File: config.mk
export PLATFORM = sky130hd
export DESIGN_NAME = busInterfaceTop
export DESIGN_NICKNAME = d
export VERILOG_FILES = /design/src/hw/busPkg.sv /design/src/hw/cycleRegs.sv /design/src/hw/tStateSequencer.sv /design/src/hw/pinControl.sv /design/src/hw/busPads.sv /design/src/hw/busInterfaceTop.sv
export SDC_FILE = /design/constraint.sdc
export NUM_CORES = 1
export LEC_CHECK = 0
export BUFFER_PORTS_ARGS = -buffer_cell sky130_fd_sc_hd__buf_2
export CAP_MARGIN = 20
export CORE_ASPECT_RATIO = 2
export CORE_MARGIN = 3
export CORE_UTILIZATION = 35
export CTS_CLUSTER_DIAMETER = 150
export DETAILED_ROUTE_END_ITERATION = 12
export SKIP_CTS_REPAIR_TIMING = 1
export SLEW_MARGIN = 15
export SYNTH_ARGS = -nofsm -noshare
export SYNTH_HDL_FRONTEND = slang
export SYNTH_SLANG_ARGS = --single-unit
File: constraint.sdc
create_clock -name setM1 -period 2.5 [get_ports setM1]
set_clock_uncertainty 0.1 [all_clocks]
set_input_delay 0.25 -clock setM1 [delete_from_list [all_inputs] [get_ports setM1]]
set_output_delay 0.25 -clock setM1 [all_outputs]
set_load 0.05 [all_outputs]
File: src/hw/busPkg.sv
//--------------------------------------------------------------------
// Shared definitions for the Z80-style bus interface
// Bus function and T-state enumerations, bus width constants
//--------------------------------------------------------------------
`default_nettype none

package busPkg;

    // Bus widths
    localparam int AddrWidth = 16;      // Address bus A15..A0
    localparam int DataWidth = 8;       // Data bus D7..D0

    // Bus cycle function requested by the host
    typedef enum logic [2:0] {
        funcFetch,                      // Opcode fetch (M1 cycle)
        funcMemRead,                    // Memory read
        funcMemWrite,                   // Memory write
        funcIoRead,                     // I/O read
        funcIoWrite,                    // I/O write
        funcIntAck                      // Interrupt acknowledge
    } busFuncT;

    // T-state of the current bus cycle
    typedef enum logic [2:0] {
        tIdle,                          // No cycle in progress
        tOne,                           // T1
        tTwo,                           // T2
        tWaitA,                         // First automatic wait, repeats on WAIT
        tWaitB,                         // Second automatic wait, int ack only
        tThree,                         // T3
        tFour                           // T4, fetch and int ack only
    } tStateT;

endpackage

`default_nettype wire

File: src/hw/cycleRegs.sv
//--------------------------------------------------------------------
// Cycle register block
// Holds function, address and write data of the accepted bus cycle
//--------------------------------------------------------------------
`timescale 1ns/1ps
`default_nettype none

module cycleRegs (
    input  wire logic                         setM1,     // Bus clock
    input  wire logic                         rstN,      // Async reset, active low
    input  wire logic                         accept,    // Strobe taken by the sequencer
    input  wire busPkg::busFuncT              startFunc, // Requested function
    input  wire logic [busPkg::AddrWidth-1:0] startAddr, // Requested address
    input  wire logic [busPkg::DataWidth-1:0] startData, // Write data
    output busPkg::busFuncT                   busFunc,   // Function of current cycle
    output logic      [busPkg::AddrWidth-1:0] addr,      // Address of current cycle
    output logic      [busPkg::DataWidth-1:0] wrData     // Write data of current cycle
);

    import busPkg::*;

    //----------------------------------------------------------------
    // Function register
    //----------------------------------------------------------------
    // Steers the sequence length and the pin decode
    always_ff @(posedge setM1 or negedge rstN) begin
        if (!rstN) begin
            busFunc <= funcFetch;
        end else if (accept) begin
            busFunc <= startFunc;       // Held until the next accepted strobe
        end
    end

    //----------------------------------------------------------------
    // Address and write data
    //----------------------------------------------------------------
    always_ff @(posedge setM1) begin
        if (accept) begin
            addr   <= startAddr;
            wrData <= startData;
        end
    end

endmodule

`default_nettype wire

File: src/hw/tStateSequencer.sv
//--------------------------------------------------------------------
// T-state sequencer
// Steps T1..T4 and the automatic wait states of each bus function
// Repeats the current state on hold, marks the last state
//--------------------------------------------------------------------
`timescale 1ns/1ps
`default_nettype none

module tStateSequencer (
    input  wire logic            setM1,      // Bus clock
    input  wire logic            rstN,       // Async reset, active low
    input  wire logic            cycleStart, // Host start strobe
    input  wire busPkg::busFuncT busFunc,    // Function of current cycle
    input  wire logic            hold,       // WAIT seen in the sample state
    input  wire logic            busack,     // Bus granted away
    output logic                 accept,     // Strobe taken
    output busPkg::tStateT       tState,     // Current T-state
    output logic                 cycleLast,  // Final state of the cycle
    output logic                 busy        // Cycle in progress
);

    import busPkg::*;

    tStateT tNext;
    logic   longCycle;                       // Cycle ends in T4
    logic   autoWait;                        // Cycle has automatic wait states

    assign longCycle = (busFunc == funcFetch) || (busFunc == funcIntAck);
    assign autoWait  = (busFunc == funcIoRead) || (busFunc == funcIoWrite) ||
                       (busFunc == funcIntAck);

    assign busy   = (tState != tIdle);
    assign accept = cycleStart && !busy && !busack; // Other strobes dropped

    // Last state is T4 for long cycles, T3 otherwise
    assign cycleLast = (tState == tFour) || ((tState == tThree) && !longCycle);

    //----------------------------------------------------------------
    // Next state
    //----------------------------------------------------------------
    always_comb begin
        tNext = tState;                      // Hold repeats the state
        if (!hold) begin
            case (tState)
                tIdle:   if (accept) tNext = tOne;
                tOne:    tNext = tTwo;
                tTwo:    tNext = autoWait ? tWaitA : tThree;
                tWaitA:  tNext = (busFunc == funcIntAck) ? tWaitB : tThree;
                tWaitB:  tNext = tThree;
                tThree:  tNext = longCycle ? tFour : tIdle;
                tFour:   tNext = tIdle;
                default: tNext = tIdle;
            endcase
        end
    end

    always_ff @(posedge setM1 or negedge rstN) begin
        if (!rstN) begin
            tState <= tIdle;
        end else begin
            tState <= tNext;
        end
    end

endmodule

`default_nettype wire

File: src/hw/pinControl.sv
//--------------------------------------------------------------------
// Pin control
// Decodes M1, MREQ, IORQ, RD, WR, RFSH from function and T-state
// Samples WAIT and BUSRQ, owns BUSACK, strobes the bus pads
//--------------------------------------------------------------------
`timescale 1ns/1ps
`default_nettype none

module pinControl (
    input  wire logic            setM1,     // Bus clock
    input  wire logic            rstN,      // Async reset, active low
    input  wire busPkg::busFuncT busFunc,   // Function of current cycle
    input  wire busPkg::tStateT  tState,    // Current T-state
    input  wire logic            cycleLast, // Final state of the cycle
    input  wire logic            busy,      // Cycle in progress
    input  wire logic            mwait,     // WAIT pin
    input  wire logic            busrq,     // BUSRQ pin
    output logic                 m1,        // M1 pin
    output logic                 mreq,      // MREQ pin
    output logic                 iorq,      // IORQ pin
    output logic                 rd,        // RD pin
    output logic                 wr,        // WR pin
    output logic                 rfsh,      // RFSH pin
    output logic                 busack,    // BUSACK pin
    output logic                 pinOe,     // Control pin output enable
    output logic                 abLoad,    // Load address and data latches
    output logic                 dbDrive,   // Drive write data
    output logic                 dbCapture, // Capture read data
    output logic                 hold       // Repeat the current state
);

    import busPkg::*;

    // Function decode
    logic fFetch, fMem, fMemRd, fMemWr, fIoRd, fIoWr, fIo, fIntAck;
    // T-state decode
    logic sT1, sT2, sTwA, sTwB, sT3, sT4;
    logic sampleState;                       // State where WAIT is tested
    logic readCycle;                         // Function returns data

    assign fFetch  = (busFunc == funcFetch);
    assign fMemRd  = (busFunc == funcMemRead);
    assign fMemWr  = (busFunc == funcMemWrite);
    assign fMem    = fMemRd || fMemWr;
    assign fIoRd   = (busFunc == funcIoRead);
    assign fIoWr   = (busFunc == funcIoWrite);
    assign fIo     = fIoRd || fIoWr;
    assign fIntAck = (busFunc == funcIntAck);

    assign sT1  = (tState == tOne);
    assign sT2  = (tState == tTwo);
    assign sTwA = (tState == tWaitA);
    assign sTwB = (tState == tWaitB);
    assign sT3  = (tState == tThree);
    assign sT4  = (tState == tFour);

    //----------------------------------------------------------------
    // Control pin decode
    //----------------------------------------------------------------
    assign m1   = (fFetch  && (sT1 || sT2)) ||
                  (fIntAck && (sT1 || sT2 || sTwA || sTwB));
    assign mreq = (fFetch  && (sT1 || sT2)) ||
                  (fMem    && (sT1 || sT2 || sT3));
    assign rd   = (fFetch  && (sT1 || sT2)) ||
                  (fMemRd  && (sT1 || sT2 || sT3)) ||
                  (fIoRd   && (sT2 || sTwA || sT3));
    assign wr   = (fMemWr  && (sT2 || sT3)) ||
                  (fIoWr   && (sT2 || sTwA || sT3));
    assign iorq = (fIo     && (sT2 || sTwA || sT3)) ||
                  (fIntAck && (sTwB || sT3));
    assign rfsh = fFetch && (sT3 || sT4);   // Refresh window after fetch

    //----------------------------------------------------------------
    // WAIT sampling
    //----------------------------------------------------------------
    assign sampleState = ((fFetch || fMem) && sT2) ||
                         (fIo && sTwA) ||
                         (fIntAck && sTwB);
    assign hold = sampleState && mwait;      // Stretch while device not ready

    assign readCycle = fFetch || fMemRd || fIoRd || fIntAck;
    assign dbCapture = sampleState && !mwait && readCycle; // Last repetition only

    // Pad strobes
    assign abLoad  = sT1;                    // Address out from T2 on
    assign dbDrive = wr;                     // Data driven across the WR window

    //----------------------------------------------------------------
    // BUSRQ / BUSACK
    //----------------------------------------------------------------
    // Sampled at cycle end or while idle, so a running cycle completes
    always_ff @(posedge setM1 or negedge rstN) begin
        if (!rstN) begin
            busack <= 1'b0;
        end else if (cycleLast || !busy) begin
            busack <= busrq;
        end
    end

    assign pinOe = !busack;                  // Pins released to the bus master

endmodule

`default_nettype wire

File: src/hw/busPads.sv
//--------------------------------------------------------------------
// Bus pads
// Address latch, data output latch, read data capture
// Pad output enables
//--------------------------------------------------------------------
`timescale 1ns/1ps
`default_nettype none

module busPads (
    input  wire logic                         setM1,     // Bus clock
    input  wire logic                         rstN,      // Async reset, active low
    input  wire logic [busPkg::AddrWidth-1:0] addr,      // Cycle address
    input  wire logic [busPkg::DataWidth-1:0] wrData,    // Cycle write data
    input  wire logic                         abLoad,    // Load latches in T1
    input  wire logic                         dbDrive,   // Drive data pads
    input  wire logic                         dbCapture, // Sample data pads
    input  wire logic                         pinOe,     // Bus not granted away
    input  wire logic [busPkg::DataWidth-1:0] dbIn,      // Data pads in
    output logic      [busPkg::AddrWidth-1:0] abOut,     // Address pads out
    output logic                              abOe,      // Address pad enable
    output logic      [busPkg::DataWidth-1:0] dbOut,     // Data pads out
    output logic                              dbOe,      // Data pad enable
    output logic      [busPkg::DataWidth-1:0] readData   // Captured read data
);

    import busPkg::*;

    //----------------------------------------------------------------
    // Output latches
    //----------------------------------------------------------------
    // Pads read low out of reset
    always_ff @(posedge setM1 or negedge rstN) begin
        if (!rstN) begin
            abOut <= '0;
            dbOut <= '0;
        end else if (abLoad) begin
            abOut <= addr;               // Stable until the next T1
            dbOut <= wrData;
        end
    end

    // Read data from the final WAIT sample
    always_ff @(posedge setM1) begin
        if (dbCapture) begin
            readData <= dbIn;
        end
    end

    // Enables
    assign abOe = pinOe;                 // Address bus floats under BUSACK
    assign dbOe = dbDrive && pinOe;

endmodule

`default_nettype wire

File: src/hw/busInterfaceTop.sv
//--------------------------------------------------------------------
// Bus interface top level
// Cycle registers, T-state sequencer, pin control and bus pads
//--------------------------------------------------------------------
`timescale 1ns/1ps
`default_nettype none

module busInterfaceTop (
    input  wire logic                         setM1,      // Bus clock
    input  wire logic                         rstN,       // Async reset, active low
    // Host side
    input  wire logic                         cycleStart, // Start strobe
    input  wire busPkg::busFuncT              startFunc,  // Function
    input  wire logic [busPkg::AddrWidth-1:0] startAddr,  // Address
    input  wire logic [busPkg::DataWidth-1:0] startData,  // Write data
    output logic                              cycleDone,  // Last T-state strobe
    output logic      [busPkg::DataWidth-1:0] readData,   // Valid with cycleDone
    // Control pins
    output logic                              m1,
    output logic                              mreq,
    output logic                              iorq,
    output logic                              rd,
    output logic                              wr,
    output logic                              rfsh,
    output logic                              busack,
    output logic                              pinOe,
    input  wire logic                         mwait,
    input  wire logic                         busrq,
    // Address and data pads
    output logic      [busPkg::AddrWidth-1:0] abOut,
    output logic                              abOe,
    output logic      [busPkg::DataWidth-1:0] dbOut,
    output logic                              dbOe,
    input  wire logic [busPkg::DataWidth-1:0] dbIn
);

    import busPkg::*;

    busFuncT                busFunc;
    tStateT                 tState;
    logic [AddrWidth-1:0]   addr;
    logic [DataWidth-1:0]   wrData;
    logic                   accept;
    logic                   busy;
    logic                   hold;
    logic                   abLoad;
    logic                   dbDrive;
    logic                   dbCapture;

    cycleRegs u_cycleRegs (
        .setM1, .rstN, .accept, .startFunc, .startAddr, .startData,
        .busFunc, .addr, .wrData
    );

    tStateSequencer u_tStateSequencer (
        .setM1, .rstN, .cycleStart, .busFunc, .hold, .busack,
        .accept, .tState, .cycleLast(cycleDone), .busy
    );

    pinControl u_pinControl (
        .setM1, .rstN, .busFunc, .tState, .cycleLast(cycleDone), .busy,
        .mwait, .busrq, .m1, .mreq, .iorq, .rd, .wr, .rfsh, .busack,
        .pinOe, .abLoad, .dbDrive, .dbCapture, .hold
    );

    busPads u_busPads (
        .setM1, .rstN, .addr, .wrData, .abLoad, .dbDrive, .dbCapture,
        .pinOe, .dbIn, .abOut, .abOe, .dbOut, .dbOe, .readData
    );

endmodule

`default_nettype wire

# Word-level counts from Yosys, hierarchy flattened
# Cells that the tools add are included.
# W data, S select, Z words.
[totals] register_bits=63 output_inout_bits=43 inputBits=40 wordCells=81
[op_classes] bitwise_logic=1 n_reduce_logical=55 n_eq_ne=12 n_mux=5
[ops] operator="$logic_or A1 B1 Y1" count=27
[ops] operator="$logic_and A1 B1 Y1" count=20
[ops] operator="$pmux W3 S6" count=1
[ops] operator="$eq A3 B3 Y1 const B" count=5
[ops] operator="$eq A3 B2 Y1 const B" count=4
[ops] operator="$mux W3" count=3
[ops] operator="$eq A3 B1 Y1 const B" count=2
[ops] operator="$logic_not A3 Y1" count=2
[ops] operator="$logic_not A1 Y1" count=4
[ops] operator="$reduce_bool A3 Y1" count=1
[ops] operator="$ne A2 B2 Y1 const B" count=1
[ops] operator="$reduce_and A2 Y1" count=1
[ops] operator="$mux W1" count=1
[ops] operator="$not A1 Y1" count=1

# Logic depth before layout (Yosys ltp)
[depth] depth_word=9 mapped_depth=6 mapped_depth_nobuf=4

# Cells and area by module
# A second synthesis with hierarchy kept.
[unflattened] cells_unflattened=177 hier_area_um2=2677.6
[modules_own_cells] module="busPads" area_each_um2=1251.2 instances=1 seq_area_each_um2=840.8 cells_per_inst=61
[modules_own_cells] module="cycleRegs" area_each_um2=829.5 instances=1 seq_area_each_um2=795.8 cells_per_inst=30
[modules_own_cells] module="pinControl" area_each_um2=357.8 instances=1 seq_area_each_um2=25.0 cells_per_inst=54
[modules_own_cells] module="tStateSequencer" area_each_um2=239.0 instances=1 seq_area_each_um2=75.1 cells_per_inst=32

# Least setup slack after synthesis
# OpenSTA, ideal clock, no wires.
[synth_path] path_type="register -> output" from="reg u_tStateSequencer.tState[0]" to="out mreq" path_buffers=2 arrival_time_ns=2.322 path_slack_ns=-0.172 stages_incl_launch_ff=6 required_ns=2.150 cell_sequence="dfrtp_1 -> buf_6 -> buf_2 -> o21ai_0 -> nand2_1 -> nor4bb_1"
[synth_between] elab_chain_len=5 word_cells_on_any_way=8 classes_between="eq/ne: 3; reduce/logical: 5"
[synth_lines] item="from (decl)" line_no="tStateSequencer.sv:17" rtl="output busPkg::tStateT tState,"
[synth_lines] item="from (signal assigned)" line_no="tStateSequencer.sv:59" rtl="tState <= tIdle;"
[synth_lines] item="from (signal assigned)" line_no="tStateSequencer.sv:61" rtl="tState <= tNext;"
[synth_lines] item="$eq A3 B1 Y1 / $eq A3 B2 Y1 (equally long branches)" line_no="pinControl.sv:50, pinControl.sv:51"
[synth_lines] item="$logic_or A1 B1 Y1" line_no="pinControl.sv:62, pinControl.sv:63"
[synth_lines] item="$logic_or A1 B1 Y1" line_no="pinControl.sv:63" rtl="(fMem && (sT1 || sT2 || sT3));"
[synth_lines] item="$logic_and A1 B1 Y1" line_no="pinControl.sv:63"
[synth_lines] item="$logic_or A1 B1 Y1 (*)" line_no="pinControl.sv:62" rtl="assign mreq = (fFetch && (sT1 || sT2)) ||"
[synth_lines] item="to (decl)" line_no="busInterfaceTop.sv:20" rtl="output logic mreq,"
# Mark *: on every way between the ends. The rest lies on a longest branch, timed or not.

# Final worst setup path
[layout_path] from="reg u_cycleRegs.busFunc[0]" to="out m1"
[layout_between] elab_chain_len=3 word_cells_on_any_way=5 classes_between="eq/ne: 1; reduce/logical: 4"
[layout_lines] item="from (decl)" line_no="cycleRegs.sv:15" rtl="output busPkg::busFuncT busFunc,"
[layout_lines] item="from (signal assigned)" line_no="cycleRegs.sv:28" rtl="busFunc <= funcFetch;"
[layout_lines] item="from (signal assigned)" line_no="cycleRegs.sv:30" rtl="busFunc <= startFunc;"
[layout_lines] item="$eq A3 B3 Y1 / $logic_not A3 Y1 (equally long branches)" line_no="pinControl.sv:48, pinControl.sv:41"
[layout_lines] item="$logic_and A1 B1 Y1, on equally long branches" line_no="pinControl.sv:61, pinControl.sv:60"
[layout_lines] item="$logic_or A1 B1 Y1 (*)" line_no="pinControl.sv:60" rtl="assign m1 = (fFetch && (sT1 || sT2)) ||"
[layout_lines] item="to (decl)" line_no="busInterfaceTop.sv:19" rtl="output logic m1,"
# Marks and branches as above.

==> run summary <==
Sequential fraction of the synthesis area: 0.6429
Cell Chain, Critical Path: and4bb_2, nand2_1, a21oi_1, buf_2
Syn_nets: 230
Core area: 7377 um2
Pin count of the biggest net entering global routing: 32
Pwr dens: 1481 nW/um2
# IOs: 83
Synth area leader: edfxtp_1
Worst path slowest cell: dfrtp_1
Total CTS buffers: 9
Synth warnings: 0
CTS Sinks: 63
H-tree levels: 3
Worst setup SP type: register
Hold crit path type: input port to register
Worst-path fanout max: 22
Die H: 130.2 um
Multi-input gate area: 868.3 um2
Final worst-path cycle share: 0.9290
Hold slack: 0.006828 ns
Detail Route Antenna Nets: 0
RSZ-0062 raised after global routing: false
Antenna violations before repair: 0
Data arrival, critical path: 1.97 ns
Worst-path clk slew: 0.05 ns
Nets: 336
Seq cells post-synth: 63
Final core occ: 0.4947
Vias: 1,956
Largest family of logic cells by synthesized area: multiplexers
Top-area cell type share of the netlist area: 0.3557
Overflow after GRT: 0
Post-synthesis adder-cell area fraction: 0
Synth Area in Compound Gates: 0.09912
Via/cell ratio: 4.977
DRT iter0 DRCs: 74
Setup TNS: 0 ns
CP Class: register to primary output
Layout filler cell count: 703
WL final: 6210 um
Post-DP HPWL: 4454 um
Mux contribution to synthesized area: 0.1121
Rows: 44
Max-slew violations: 0
Post-Synth Simple-Gate Area: 0.09958
Total power: 5407 uW
First-pass GRT wire length: 9246 um
Worst Tran Pin Value: 0.7593 ns
Post-Syn Area: 2701 um2
Share of cells above drive strength 1: 0.4485
First-pass iteration count of the detailed router: 4
R2R Setup Slk: 0.42 ns
CTS root buf: clkbuf_16
N_diodes: 0
GRT Overall Usage: 0.1487
Max IR drop VDD: 717.3 uV
Hold violation total from the final report: 0
Die ar.: 8872 um2
Unique masters post-synth: 49
Initial Util: 0.3662
Slew HR: 0.4938
Post-route DRC: 0
Asr flop ratio synth: 0.4921
Die W: 68.12 um
Status: finished, final reports clean
Average size of a mapped cell: 14.22 um2
CTS Buffer Depth: 2
Critical Path RT: 2.15 ns
I/O Buffers: 82
Reg area: 1740 um2
Number of global-route vias before repair: 1,938
Lkg Pwr: 0.001529 uW
Max_cap viols: 0
# setup viols final: 0
Clock period minus worst slack: 2.323 ns
Post-synth top flop: edfxtp_1
Critical Path Max Stage Delay: 0.77 ns
Top post-synthesis cells by area: edfxtp_1 (36%), dfrtp_1 (29%), mux2_2 (10%), o21ai_0 (2.4%), buf_4 (1.7%)
Area Growth Syn to Fin: 35.11%
GP Congestion: 0.8027
CTS tree: built
Cells after synthesis: 190
CP Capture Type: primary output
Max Fclk: 430.6 MHz
Xor and xnor area share after synthesis: 0.006484
Clock latency on the worst-skew pair: 0.32 ns
EDFF count, synth: 32
Wire length per cell: 15.80 um
[final timing paths]
check,start,end,depth (start not counted)
setup reg to reg,u_cycleRegs.busFunc[0]$_DFFE_PN0P_,u_busPads.readData[2]$_DFFE_PP_,4
min in group asynchronous,rstN,u_busPads.abOut[0]$_DFFE_PN0P_,2
hold / removal,startData[7],u_cycleRegs.wrData[7]$_DFFE_PP_,1
hold reg to reg,u_cycleRegs.addr[0]$_DFFE_PP_,u_busPads.abOut[0]$_DFFE_PN0P_,1
setup / recovery,u_cycleRegs.busFunc[0]$_DFFE_PN0P_,m1,4
max in group asynchronous,rstN,u_tStateSequencer.tState[2]$_DFFE_PN0P_,2
[logic make-up after synthesis]
kind of cell              count (synthesis)
buffers and inverters                    17
AOI/OAI and AO/OA                        40
DFF                                      63
and+or+nand+nor                          41
muxes                                    27
xor gates and xnor gates                  2
[critical path: cells and delay by family (launching register included)]
family	cells	cell delay, ns
flops	1	0.77
buf+inv	1	0.28
compound gates	1	0.15
simple gates	2	0.44
[cells in the final DEF (no fill, tap or decap), drive strengths merged, types with 5 or more instances in the layout]
cell and instances:
nand2b 6, dfrtp 31, edfxtp 32, clkbuf 13
a21oi 5, buf 89, dlygate4sd3 20, nand2 10
o21ai 13, nor2 7, mux2 26
[flip-flops by register name, summed over array words and instances, names as in the netlist]
register,cells
u_cycleRegs.addr,16
u_pinControl.busack,1
u_cycleRegs.busFunc,3
u_busPads.readData,8
u_busPads.dbOut,8
u_tStateSequencer.tState,3
u_busPads.abOut,16
u_cycleRegs.wrData,8
[power by group]
group	internal, uW	switching (uW)	total, uW
combinational	840	1710	2550
sequential	1460	351	1810
clock	659	383	1040
total	2960	2450	5410
[synthesized netlist by cell type, types with 2 or more instances]
cell type	count
a211oi_1	2
a21oi_1	5
a22o_1	3
buf_2	5
buf_4	6
buf_6	2
dfrtp_1	31
edfxtp_1	32
inv_1	3
mux2_2	25
nand2_1	10
nand2b_1	5
nand3_1	3
nor2_1	5
nor2b_1	4
o211ai_1	3
o21ai_0	13
o22ai_1	2
[stage by stage]
| stage | setup WS [ns] | area (um2) | instances |
|---|---|---|---|
| after floorplan | 0.08531 | 2713 | 190 |
| after global placement | 0.4125 | 3194 | 357 |
| after detailed placement | 0.3819 | 3194 | 357 |
| after CTS | 0.04176 | 3446 | 373 |
| after global routing | 0.01928 | 3650 | 393 |
| final | 0.1775 | 3650 | 393 |
[routing by layer]
layer / up-vias / routed length [um] / track usage
met5: - / 0 / 0
met3: 21 / 243 / 0.04048
met4: 0 / 307 / 0.1208
met2: 61 / 3530 / 0.2582
li1: 920 / - / -
met1: 954 / 2128 / 0.1380
[layout make-up]
| cell class | instances | area share |
|---|---|---|
| clock buffer | 13 | 0.06582 |
| timing repair buffer | 109 | 0.1817 |
| sequential | 63 | 0.4769 |
| tap | 92 | 0.03154 |
| clock inverter | 3 | 0.003085 |
| multi-input combinational | 110 | 0.2379 |
| inverter | 3 | 0.003085 |
(Power assumes the default switching activity.)
